$ cat config.mk
export PLATFORM = sky130hd
export DESIGN_NAME = tti_top
export DESIGN_NICKNAME = d
export VERILOG_FILES = /design/src/tti_pkg.sv /design/src/tti_queue.sv /design/src/tti_ctrl.sv /design/src/tti_top.sv
export SDC_FILE = /design/constraint.sdc
export NUM_CORES = 1
export LEC_CHECK = 0
export BUFFER_PORTS_ARGS = -buffer_cell sky130_fd_sc_hd__clkbuf_2
export CAP_MARGIN = 20
export CORE_ASPECT_RATIO = 0.5
export CORE_MARGIN = 1
export CORE_UTILIZATION = 55
export DETAILED_ROUTE_END_ITERATION = 7
export PLACE_DENSITY = 0.73
export SYNTH_ARGS = -nofsm -noshare
export SYNTH_HDL_FRONTEND = slang
export SYNTH_SLANG_ARGS = --single-unit
$ cat constraint.sdc
create_clock -name clk_i -period 6.5 [get_ports clk_i]
set_input_delay 0.325 -clock clk_i [delete_from_list [all_inputs] [get_ports clk_i]]
set_output_delay 0.325 -clock clk_i [all_outputs]
set_load 0.02 [all_outputs]
$ cat src/tti_pkg.sv
// Shared widths, register map and threshold register layout of the TTI block.
// Modules import it inside their body and use scoped names in their port lists.
package tti_pkg;

  // Register bus and queue word width
  localparam int unsigned TtiDataWidth = 32;

  // One threshold field of the threshold control register
  localparam int unsigned TtiThldWidth = 8;

  localparam int unsigned TtiAddrWidth = 3;

  // Number of used bits in the status register, the rest read as zero
  localparam int unsigned TtiStatusWidth = 14;

  // Register map
  localparam logic [TtiAddrWidth-1:0] TtiAddrRxDesc   = 3'd0;  // Read pops the RX descriptor queue
  localparam logic [TtiAddrWidth-1:0] TtiAddrRxData   = 3'd1;  // Read pops the RX data queue
  localparam logic [TtiAddrWidth-1:0] TtiAddrTxDesc   = 3'd2;  // Write pushes the TX descriptor queue
  localparam logic [TtiAddrWidth-1:0] TtiAddrTxData   = 3'd3;  // Write pushes the TX data queue
  localparam logic [TtiAddrWidth-1:0] TtiAddrThldCtrl = 3'd4;
  localparam logic [TtiAddrWidth-1:0] TtiAddrStatus   = 3'd5;

  // Status bits that the controller looks at before popping an RX queue.
  // Each queue owns three bits (full, empty, ready trigger), RX descriptors first
  localparam int unsigned TtiStatRxDescEmpty = 1;
  localparam int unsigned TtiStatRxDataEmpty = 4;

  // Threshold control register, seen either as one raw word or as its four fields.
  // A packed struct lists the most significant field first
  typedef union packed {
    logic [TtiDataWidth-1:0] raw;
    struct packed {
      logic [TtiThldWidth-1:0] tx_data_thld;  // Bits 31:24
      logic [TtiThldWidth-1:0] rx_data_thld;  // Bits 23:16
      logic [TtiThldWidth-1:0] tx_desc_thld;  // Bits 15:8
      logic [TtiThldWidth-1:0] rx_desc_thld;  // Bits 7:0
    } fields;
  } tti_thld_ctrl_t;

endpackage

$ cat src/tti_queue.sv
// Circular buffer used for all four TTI queues, with occupancy count and threshold triggers.
// IS_TX picks the TX trigger rules (free space based) instead of the RX rules.
`timescale 1ns/1ps

module tti_queue #(
  parameter int unsigned DEPTH = 8,
  parameter bit          IS_TX = 1'b0
) (
  input  logic                              clk_i,
  input  logic                              rst_ni,

  input  logic                              push_i,
  input  logic                              pop_i,
  input  logic [tti_pkg::TtiDataWidth-1:0]  wdata_i,
  input  logic [tti_pkg::TtiThldWidth-1:0]  thld_i,

  output logic [tti_pkg::TtiDataWidth-1:0]  rdata_o,
  output logic                              full_o,
  output logic                              empty_o,
  output logic                              ready_trig_o,
  output logic                              start_trig_o
);
  import tti_pkg::*;

  localparam int unsigned PtrW = (DEPTH > 1) ? $clog2(DEPTH) : 1;
  localparam int unsigned CntW = $clog2(DEPTH + 1);
  // Comparisons run at a width that holds both the count and a threshold
  localparam int unsigned CmpW = (CntW > TtiThldWidth) ? CntW : TtiThldWidth;
  localparam logic [PtrW-1:0] LastPtr = PtrW'(DEPTH - 1);

  logic [TtiDataWidth-1:0] mem_q [DEPTH];
  logic [PtrW-1:0]         wr_ptr_q;
  logic [PtrW-1:0]         rd_ptr_q;
  logic [CntW-1:0]         count_q;

  logic                    push_ok;
  logic                    pop_ok;

  logic [CmpW-1:0]         occupancy;
  logic [CmpW-1:0]         free_space;
  logic [CmpW-1:0]         thld;

  assign full_o  = (count_q == CntW'(DEPTH));
  assign empty_o = (count_q == '0);

  // Pushing into a full queue or popping an empty one has no effect
  assign push_ok = push_i && !full_o;
  assign pop_ok  = pop_i && !empty_o;

  // The head word is always shown, so a TX consumer sees it together with valid
  assign rdata_o = mem_q[rd_ptr_q];

  always_ff @(posedge clk_i) begin
    if (push_ok) begin
      mem_q[wr_ptr_q] <= wdata_i;
    end
  end

  always_ff @(posedge clk_i or negedge rst_ni) begin
    if (!rst_ni) begin
      wr_ptr_q <= '0;
      rd_ptr_q <= '0;
    end else begin
      if (push_ok) begin
        wr_ptr_q <= (wr_ptr_q == LastPtr) ? '0 : wr_ptr_q + 1'b1;  // Wraps for any depth
      end
      if (pop_ok) begin
        rd_ptr_q <= (rd_ptr_q == LastPtr) ? '0 : rd_ptr_q + 1'b1;
      end
    end
  end

  // A push and a pop in the same cycle leave the count unchanged
  always_ff @(posedge clk_i or negedge rst_ni) begin
    if (!rst_ni) begin
      count_q <= '0;
    end else begin
      case ({push_ok, pop_ok})
        2'b10:   count_q <= count_q + 1'b1;
        2'b01:   count_q <= count_q - 1'b1;
        default: count_q <= count_q;
      endcase
    end
  end

  assign occupancy  = CmpW'(count_q);
  assign free_space = CmpW'(DEPTH) - occupancy;
  assign thld       = CmpW'(thld_i);

  // Triggers follow the occupancy and the applied threshold without a register.
  // A zero threshold keeps both triggers low
  always_comb begin
    ready_trig_o = 1'b0;
    start_trig_o = 1'b0;
    if (thld != '0) begin
      if (IS_TX) begin
        ready_trig_o = (free_space >= thld);  // Room for another block from software
        start_trig_o = (occupancy >= thld);   // Enough data queued to start sending
      end else begin
        ready_trig_o = (occupancy >= thld);
        // Data has started to arrive but has not reached the threshold yet
        start_trig_o = (occupancy != '0) && (occupancy < thld);
      end
    end
  end

endmodule

$ cat src/tti_ctrl.sv
// Register port of the TTI block: decodes accesses, issues queue strobes and holds thresholds.
// Software writes to the threshold register reach the queues through a two-stage update.
`timescale 1ns/1ps

module tti_ctrl (
  input  logic                               clk_i,
  input  logic                               rst_ni,

  input  logic                               csr_req_i,
  input  logic                               csr_we_i,
  input  logic [tti_pkg::TtiAddrWidth-1:0]   csr_addr_i,
  input  logic [tti_pkg::TtiDataWidth-1:0]   csr_wdata_i,
  output logic                               csr_ack_o,
  output logic [tti_pkg::TtiDataWidth-1:0]   csr_rdata_o,

  output logic                               rx_desc_pop_o,
  output logic                               rx_data_pop_o,
  output logic                               tx_desc_push_o,
  output logic                               tx_data_push_o,

  input  logic [tti_pkg::TtiDataWidth-1:0]   rx_desc_rdata_i,
  input  logic [tti_pkg::TtiDataWidth-1:0]   rx_data_rdata_i,

  input  logic [tti_pkg::TtiStatusWidth-1:0] status_i,

  output logic [tti_pkg::TtiThldWidth-1:0]   rx_desc_thld_o,
  output logic [tti_pkg::TtiThldWidth-1:0]   tx_desc_thld_o,
  output logic [tti_pkg::TtiThldWidth-1:0]   rx_data_thld_o,
  output logic [tti_pkg::TtiThldWidth-1:0]   tx_data_thld_o
);
  import tti_pkg::*;

  logic                    req_take;
  logic                    rd_take;
  logic                    wr_take;
  logic                    ack_q;

  logic                    rx_desc_empty;
  logic                    rx_data_empty;

  logic [TtiDataWidth-1:0] rdata_d;
  logic [TtiDataWidth-1:0] rdata_q;

  tti_thld_ctrl_t          thld_q;          // Software view, read back at once
  tti_thld_ctrl_t          thld_applied_q;  // Value the queues work with
  logic                    thld_swmod;
  logic                    thld_swmod_q;
  logic                    thld_we_q;

  // A new request is only accepted while no acknowledge is outstanding
  assign req_take = csr_req_i && !ack_q;
  assign rd_take  = req_take && !csr_we_i;
  assign wr_take  = req_take && csr_we_i;

  assign rx_desc_empty = status_i[TtiStatRxDescEmpty];
  assign rx_data_empty = status_i[TtiStatRxDataEmpty];

  // Strobes fire in the request cycle so the queue moves on the edge that raises the ack.
  // An empty RX queue gets no pop at all
  assign rx_desc_pop_o  = rd_take && (csr_addr_i == TtiAddrRxDesc) && !rx_desc_empty;
  assign rx_data_pop_o  = rd_take && (csr_addr_i == TtiAddrRxData) && !rx_data_empty;
  assign tx_desc_push_o = wr_take && (csr_addr_i == TtiAddrTxDesc);  // Full queue drops it
  assign tx_data_push_o = wr_take && (csr_addr_i == TtiAddrTxData);

  assign thld_swmod = wr_take && (csr_addr_i == TtiAddrThldCtrl);

  // Read data mux, sampled together with the head word being popped
  always_comb begin
    rdata_d = '0;
    if (rd_take) begin
      case (csr_addr_i)
        TtiAddrRxDesc: begin
          if (!rx_desc_empty) rdata_d = rx_desc_rdata_i;
        end
        TtiAddrRxData: begin
          if (!rx_data_empty) rdata_d = rx_data_rdata_i;
        end
        TtiAddrThldCtrl: rdata_d = thld_q.raw;
        TtiAddrStatus:   rdata_d = TtiDataWidth'(status_i);  // Upper bits read as zero
        default:         rdata_d = '0;
      endcase
    end
  end

  always_ff @(posedge clk_i or negedge rst_ni) begin
    if (!rst_ni) begin
      ack_q <= 1'b0;
    end else begin
      ack_q <= req_take;  // One cycle pulse, the next request waits for it to drop
    end
  end

  always_ff @(posedge clk_i) begin
    if (req_take) begin
      rdata_q <= rdata_d;
    end
  end

  assign csr_ack_o   = ack_q;
  assign csr_rdata_o = rdata_q;

  always_ff @(posedge clk_i or negedge rst_ni) begin
    if (!rst_ni) begin
      thld_q <= '0;
    end else if (thld_swmod) begin
      thld_q.raw <= csr_wdata_i;
    end
  end

  // The modified flag passes two flops before the applied copy is loaded.
  // New thresholds reach the triggers two cycles after the acknowledge
  always_ff @(posedge clk_i or negedge rst_ni) begin
    if (!rst_ni) begin
      thld_swmod_q   <= 1'b0;
      thld_we_q      <= 1'b0;
      thld_applied_q <= '0;
    end else begin
      thld_swmod_q <= thld_swmod;
      thld_we_q    <= thld_swmod_q;
      if (thld_we_q) begin
        thld_applied_q <= thld_q;
      end
    end
  end

  assign rx_desc_thld_o = thld_applied_q.fields.rx_desc_thld;
  assign tx_desc_thld_o = thld_applied_q.fields.tx_desc_thld;
  assign rx_data_thld_o = thld_applied_q.fields.rx_data_thld;
  assign tx_data_thld_o = thld_applied_q.fields.tx_data_thld;

endmodule

$ cat src/tti_top.sv
// Top level of the TTI block: register controller plus RX and TX descriptor and data queues.
// The target engine talks to the queues through valid/ready pairs.
`timescale 1ns/1ps

module tti_top #(
  parameter int unsigned RX_DESC_DEPTH = 4,
  parameter int unsigned TX_DESC_DEPTH = 4,
  parameter int unsigned RX_DATA_DEPTH = 8,
  parameter int unsigned TX_DATA_DEPTH = 8
) (
  input  logic                             clk_i,
  input  logic                             rst_ni,

  // Register bus
  input  logic                             csr_req_i,
  input  logic                             csr_we_i,
  input  logic [tti_pkg::TtiAddrWidth-1:0] csr_addr_i,
  input  logic [tti_pkg::TtiDataWidth-1:0] csr_wdata_i,
  output logic                             csr_ack_o,
  output logic [tti_pkg::TtiDataWidth-1:0] csr_rdata_o,

  // RX descriptor queue, filled by the target engine
  input  logic                             rx_desc_wvalid_i,
  input  logic [tti_pkg::TtiDataWidth-1:0] rx_desc_wdata_i,
  output logic                             rx_desc_wready_o,
  output logic                             rx_desc_full_o,
  output logic                             rx_desc_empty_o,
  output logic                             rx_desc_ready_thld_trig_o,

  // RX data queue
  input  logic                             rx_data_wvalid_i,
  input  logic [tti_pkg::TtiDataWidth-1:0] rx_data_wdata_i,
  output logic                             rx_data_wready_o,
  output logic                             rx_data_full_o,
  output logic                             rx_data_empty_o,
  output logic                             rx_data_ready_thld_trig_o,
  output logic                             rx_data_start_thld_trig_o,

  // TX descriptor queue, drained by the target engine
  output logic                             tx_desc_rvalid_o,
  output logic [tti_pkg::TtiDataWidth-1:0] tx_desc_rdata_o,
  input  logic                             tx_desc_rready_i,
  output logic                             tx_desc_full_o,
  output logic                             tx_desc_empty_o,
  output logic                             tx_desc_ready_thld_trig_o,

  // TX data queue
  output logic                             tx_data_rvalid_o,
  output logic [tti_pkg::TtiDataWidth-1:0] tx_data_rdata_o,
  input  logic                             tx_data_rready_i,
  output logic                             tx_data_full_o,
  output logic                             tx_data_empty_o,
  output logic                             tx_data_ready_thld_trig_o,
  output logic                             tx_data_start_thld_trig_o
);
  import tti_pkg::*;

  logic                      rx_desc_pop;
  logic                      rx_data_pop;
  logic                      tx_desc_push;
  logic                      tx_data_push;
  logic [TtiDataWidth-1:0]   rx_desc_rdata;
  logic [TtiDataWidth-1:0]   rx_data_rdata;
  logic [TtiThldWidth-1:0]   rx_desc_thld;
  logic [TtiThldWidth-1:0]   tx_desc_thld;
  logic [TtiThldWidth-1:0]   rx_data_thld;
  logic [TtiThldWidth-1:0]   tx_data_thld;
  logic [TtiStatusWidth-1:0] status;

  assign rx_desc_wready_o = !rx_desc_full_o;
  assign rx_data_wready_o = !rx_data_full_o;
  assign tx_desc_rvalid_o = !tx_desc_empty_o;
  assign tx_data_rvalid_o = !tx_data_empty_o;

  // Status word, three flags per queue from bit 0, then the two start triggers
  assign status = {tx_data_start_thld_trig_o, rx_data_start_thld_trig_o,
                   tx_data_ready_thld_trig_o, tx_data_empty_o, tx_data_full_o,
                   tx_desc_ready_thld_trig_o, tx_desc_empty_o, tx_desc_full_o,
                   rx_data_ready_thld_trig_o, rx_data_empty_o, rx_data_full_o,
                   rx_desc_ready_thld_trig_o, rx_desc_empty_o, rx_desc_full_o};

  tti_ctrl u_ctrl (
    .clk_i,
    .rst_ni,
    .csr_req_i,
    .csr_we_i,
    .csr_addr_i,
    .csr_wdata_i,
    .csr_ack_o,
    .csr_rdata_o,
    .rx_desc_pop_o   (rx_desc_pop),
    .rx_data_pop_o   (rx_data_pop),
    .tx_desc_push_o  (tx_desc_push),
    .tx_data_push_o  (tx_data_push),
    .rx_desc_rdata_i (rx_desc_rdata),
    .rx_data_rdata_i (rx_data_rdata),
    .status_i        (status),
    .rx_desc_thld_o  (rx_desc_thld),
    .tx_desc_thld_o  (tx_desc_thld),
    .rx_data_thld_o  (rx_data_thld),
    .tx_data_thld_o  (tx_data_thld)
  );

  tti_queue #(.DEPTH(RX_DESC_DEPTH), .IS_TX(1'b0)) u_rx_desc_q (
    .clk_i,
    .rst_ni,
    .push_i       (rx_desc_wvalid_i && rx_desc_wready_o),
    .pop_i        (rx_desc_pop),
    .wdata_i      (rx_desc_wdata_i),
    .thld_i       (rx_desc_thld),
    .rdata_o      (rx_desc_rdata),
    .full_o       (rx_desc_full_o),
    .empty_o      (rx_desc_empty_o),
    .ready_trig_o (rx_desc_ready_thld_trig_o),
    .start_trig_o ()  // Descriptor queues have no start threshold
  );

  tti_queue #(.DEPTH(RX_DATA_DEPTH), .IS_TX(1'b0)) u_rx_data_q (
    .clk_i,
    .rst_ni,
    .push_i       (rx_data_wvalid_i && rx_data_wready_o),
    .pop_i        (rx_data_pop),
    .wdata_i      (rx_data_wdata_i),
    .thld_i       (rx_data_thld),
    .rdata_o      (rx_data_rdata),
    .full_o       (rx_data_full_o),
    .empty_o      (rx_data_empty_o),
    .ready_trig_o (rx_data_ready_thld_trig_o),
    .start_trig_o (rx_data_start_thld_trig_o)
  );

  // TX queues take their words straight from the bus in the request cycle
  tti_queue #(.DEPTH(TX_DESC_DEPTH), .IS_TX(1'b1)) u_tx_desc_q (
    .clk_i,
    .rst_ni,
    .push_i       (tx_desc_push),
    .pop_i        (tx_desc_rvalid_o && tx_desc_rready_i),
    .wdata_i      (csr_wdata_i),
    .thld_i       (tx_desc_thld),
    .rdata_o      (tx_desc_rdata_o),
    .full_o       (tx_desc_full_o),
    .empty_o      (tx_desc_empty_o),
    .ready_trig_o (tx_desc_ready_thld_trig_o),
    .start_trig_o ()
  );

  tti_queue #(.DEPTH(TX_DATA_DEPTH), .IS_TX(1'b1)) u_tx_data_q (
    .clk_i,
    .rst_ni,
    .push_i       (tx_data_push),
    .pop_i        (tx_data_rvalid_o && tx_data_rready_i),
    .wdata_i      (csr_wdata_i),
    .thld_i       (tx_data_thld),
    .rdata_o      (tx_data_rdata_o),
    .full_o       (tx_data_full_o),
    .empty_o      (tx_data_empty_o),
    .ready_trig_o (tx_data_ready_thld_trig_o),
    .start_trig_o (tx_data_start_thld_trig_o)
  );

endmodule

==> flow_summary.toml <==
[sta]
hold_viol_final = 0
worst_slew_pin_slew_ps = 1090
period_share_pct = 56.82
maxSlewViolCount = 0
setup_viol = 0
slew_headroom_pct = 27.14
min_period_ps = 3694
rsz0062_at_grt = "no"
setup_tns_ps = 0
clock_skew_ps = 22.70
hold_slack_ps = 115.5
max_freq_ghz = 0.2707

[yosys]
ys_types = 51
synth_compound_area_share_pct = 2.186
synth_area_sq_um = 35210
yosysWarnings = 0
synthMuxAreaShare_pct = 16.05
syn_nets = 1852
synthAdderAreaFrac_pct = 2.147
syn_avg_cell_area_sq_um = 20.87
synth_top_family_by_area = "multiplexers"
ys_seq_elements = 901
async_flop_share_pct = 11.21
yosysSeqAreaShare_pct = 75.41
synth_edf_count = 800
synth_simple_gate_area_share_pct = 2.338
syn_inst = 1687
synth_xor_xnor_area_share_pct = 0.3980
synth_flop_cell = "edfxtp_1"

[global_route]
grt_pass1_wl_um = 109400
track_usage_pct = 22.58
grt_pass1_vias = 17740
overflow = 0
antenna_found_initial = 2
grt_max_degree = 53

[floorplanning]
core-area_sq_um = 63190
io_pins = 222
dieHeight_um = 180.9
fp.dieArea_sq_um = 65090
start_util_pct = 55.71
fp.dieW_um = 359.8
num_rows = 65

[cts]
clkSlewWorstSetupHoldPaths_ps = 70
post_cts_resized = 0
clock_latency_ps = 610
cts_sinks = 901
cts_buffer_depth = 3
root_buffer = "clkbuf_16"
cts_tree = "yes"
htree_num_levels = 3
cts_buffers = 76
hold_buffers = 65
post-cts-setup-buffer-count = 0

[worst_setup_path]
path_cells = "nor2b_4, buf_4, and4b_1, nand3_1, or2_1, nor3_2, buf_4"
worst-r2r-cell-count = 7
crit_required_ps = 6770
slowest_delay_ps = 850
cp_slowest_cell = "nor3_2"
cp.depth = 7
worst_setup_path_start_kind = "flip-flop"
crit_fanout = 37
path_class = "reg2reg"
crit_family = "simple AND/OR/NAND/NOR gates"
worst-path-buf-inv = 2
cp-end-kind = "flip-flop"
cpMostUsedCell = "buf_4"
arrival_ps = 3970

[routing]
viasPerCell = 5.978
drcViolationCount = 0
vias = 17460
wl_um = 73840
ant_nets = 0
dr.pass1.iters = 5
drt-initial-drc-count = 1994
wl_per_cell_um = 25.29

[hold_path]
hold-path-cell-count = 1
hp-class = "in2reg"

[power_and_ir_drop]
power_density_nw_per_um2 = 395.8
power_mw = 16.09
vdd_ir_drop_max_v = 0.0002116
p_leak_nw = 14.01

[job]
maxCapViolCount = 0

[place]
hpwl_um = 44750
io_buffers = 221
dp.cells = 2709
place_congestion = 0.8288

[final_layout]
drive_above_1_share_pct = 32.74
syn2layout_area_growth_pct = 15.44
finalNonFillerCells = 2920
layout_commonest_cell = "edfxtp_1"
final_nets = 2181
mostFrequentLayoutCells = "800 x edfxtp_1, 220 x clkbuf_2, 192 x mux4_2"

[status]
status = "finished, final reports clean"
==> flip-flops by register name (all words and copies together) (netlist names) <==
register / flops
u_rx_data_q.rd_ptr_q: 3
u_tx_desc_q.count_q: 3
u_ctrl.csr_ack_o: 1
u_rx_desc_q.count_q: 3
u_rx_data_q.mem_q: 256
u_ctrl.csr_rdata_o: 32
u_rx_data_q.count_q: 4
u_ctrl.thld_we_q: 1
u_tx_desc_q.rd_ptr_q: 2
u_tx_data_q.rd_ptr_q: 3
u_tx_data_q.mem_q: 256
u_tx_desc_q.mem_q: 128
u_tx_desc_q.wr_ptr_q: 2
u_ctrl.thld_applied_q: 32
u_ctrl.thld_swmod_q: 1
u_rx_desc_q.wr_ptr_q: 2
u_rx_data_q.wr_ptr_q: 3
u_rx_desc_q.mem_q: 128
u_ctrl.thld_q: 32
u_tx_data_q.wr_ptr_q: 3
u_tx_data_q.count_q: 4
u_rx_desc_q.rd_ptr_q: 2
==> final cells by class <==
type	instances	area [sq um]
clock inverter	37	365.4
sequential	901	26560
inverter	47	176.4
antenna	3	7.507
fill	4167	22550
timing repair buffer	326	2092
clock buffer	105	2115
multi-input combinational	664	8275
tap	837	1047
==> final timing paths <==
kind / from / to / slack, ps
max in group asynchronous: rst_ni / u_rx_data_q.rd_ptr_q[0]$_DFFE_PN0P_ / 5010
worst max register to register: u_ctrl.csr_ack_o$_DFF_PN0_ / u_tx_data_q.mem_q[0][26]$_DFFE_PP_ / 2810
worst min register to register: u_ctrl.thld_swmod_q$_DFF_PN0_ / u_ctrl.thld_we_q$_DFF_PN0_ / 350
worst max-delay path: u_ctrl.csr_ack_o$_DFF_PN0_ / u_tx_data_q.mem_q[0][26]$_DFFE_PP_ / 2810
min in group asynchronous: rst_ni / u_ctrl.csr_ack_o$_DFF_PN0_ / 300
worst min-delay path: csr_wdata_i[2] / u_tx_desc_q.mem_q[1][2]$_DFFE_PP_ / 120
==> report_power, final <==
group          switching [mW]  total (mW)  internal, mW
Combinational            2.23        4.10          1.88
Sequential              0.475        7.41          6.94
Clock                    2.03        4.57          2.54
==> routing by layer <==
| metal | global-route usage, % | vias up | wire [um] |
|---|---|---|---|
| met5 | 0 | - | 13 |
| met4 | 6.650 | 2 | 1823 |
| met3 | 3.512 | 130 | 4261 |
| met2 | 37.10 | 595 | 37000 |
| met1 | 31.80 | 9171 | 30740 |
| li1 | - | 7557 | - |
==> synth_stat cells, drive strengths merged (4+ instances only) <==
master,n,area (sq um)
edfxtp,800,24020
mux4,192,4324
mux2,117,1318
dfrtp,101,2527
ha,54,675.7
nand2,54,202.7
inv,47,176.4
nor2,41,153.9
buf,39,203.9
clkbuf,36,135.1
o21ai,33,165.2
a222oi,26,260.3
a21oi,22,110.1
nor3,16,80.08
nand2b,12,75.07
a22oi,11,82.58
a21o,8,60.06
xnor2,8,70.07
xor2,8,70.07
and3,7,43.79
nor4,7,50.05
a31oi,5,31.28
and2,5,31.28
nor2b,5,31.28
fa,4,80.08
==> cells by family (layout without fill, tap and decap cells) <==
family | after synthesis | in the layout
and+or+nand+nor | 168 | 168
DFF | 901 | 901
buffers and inverters | 122 | 515
other | 0 | 3
muxes | 310 | 310
adders and majority gates | 58 | 58
xor gates and xnor gates | 16 | 16
AOI/OAI and AO/OA | 112 | 112
==> per-stage QoR <==
step	worst slack (ps)	utilization, %	cell area [sq um]
finish	2806	64.32	40640
global route	2642	64.31	40640
CTS	2799	64.26	40610
detailed placement	2827	59.31	37480
global placement	2932	59.28	37460
floorplan	921.1	-	35210
(Power assumes the default switching activity.)
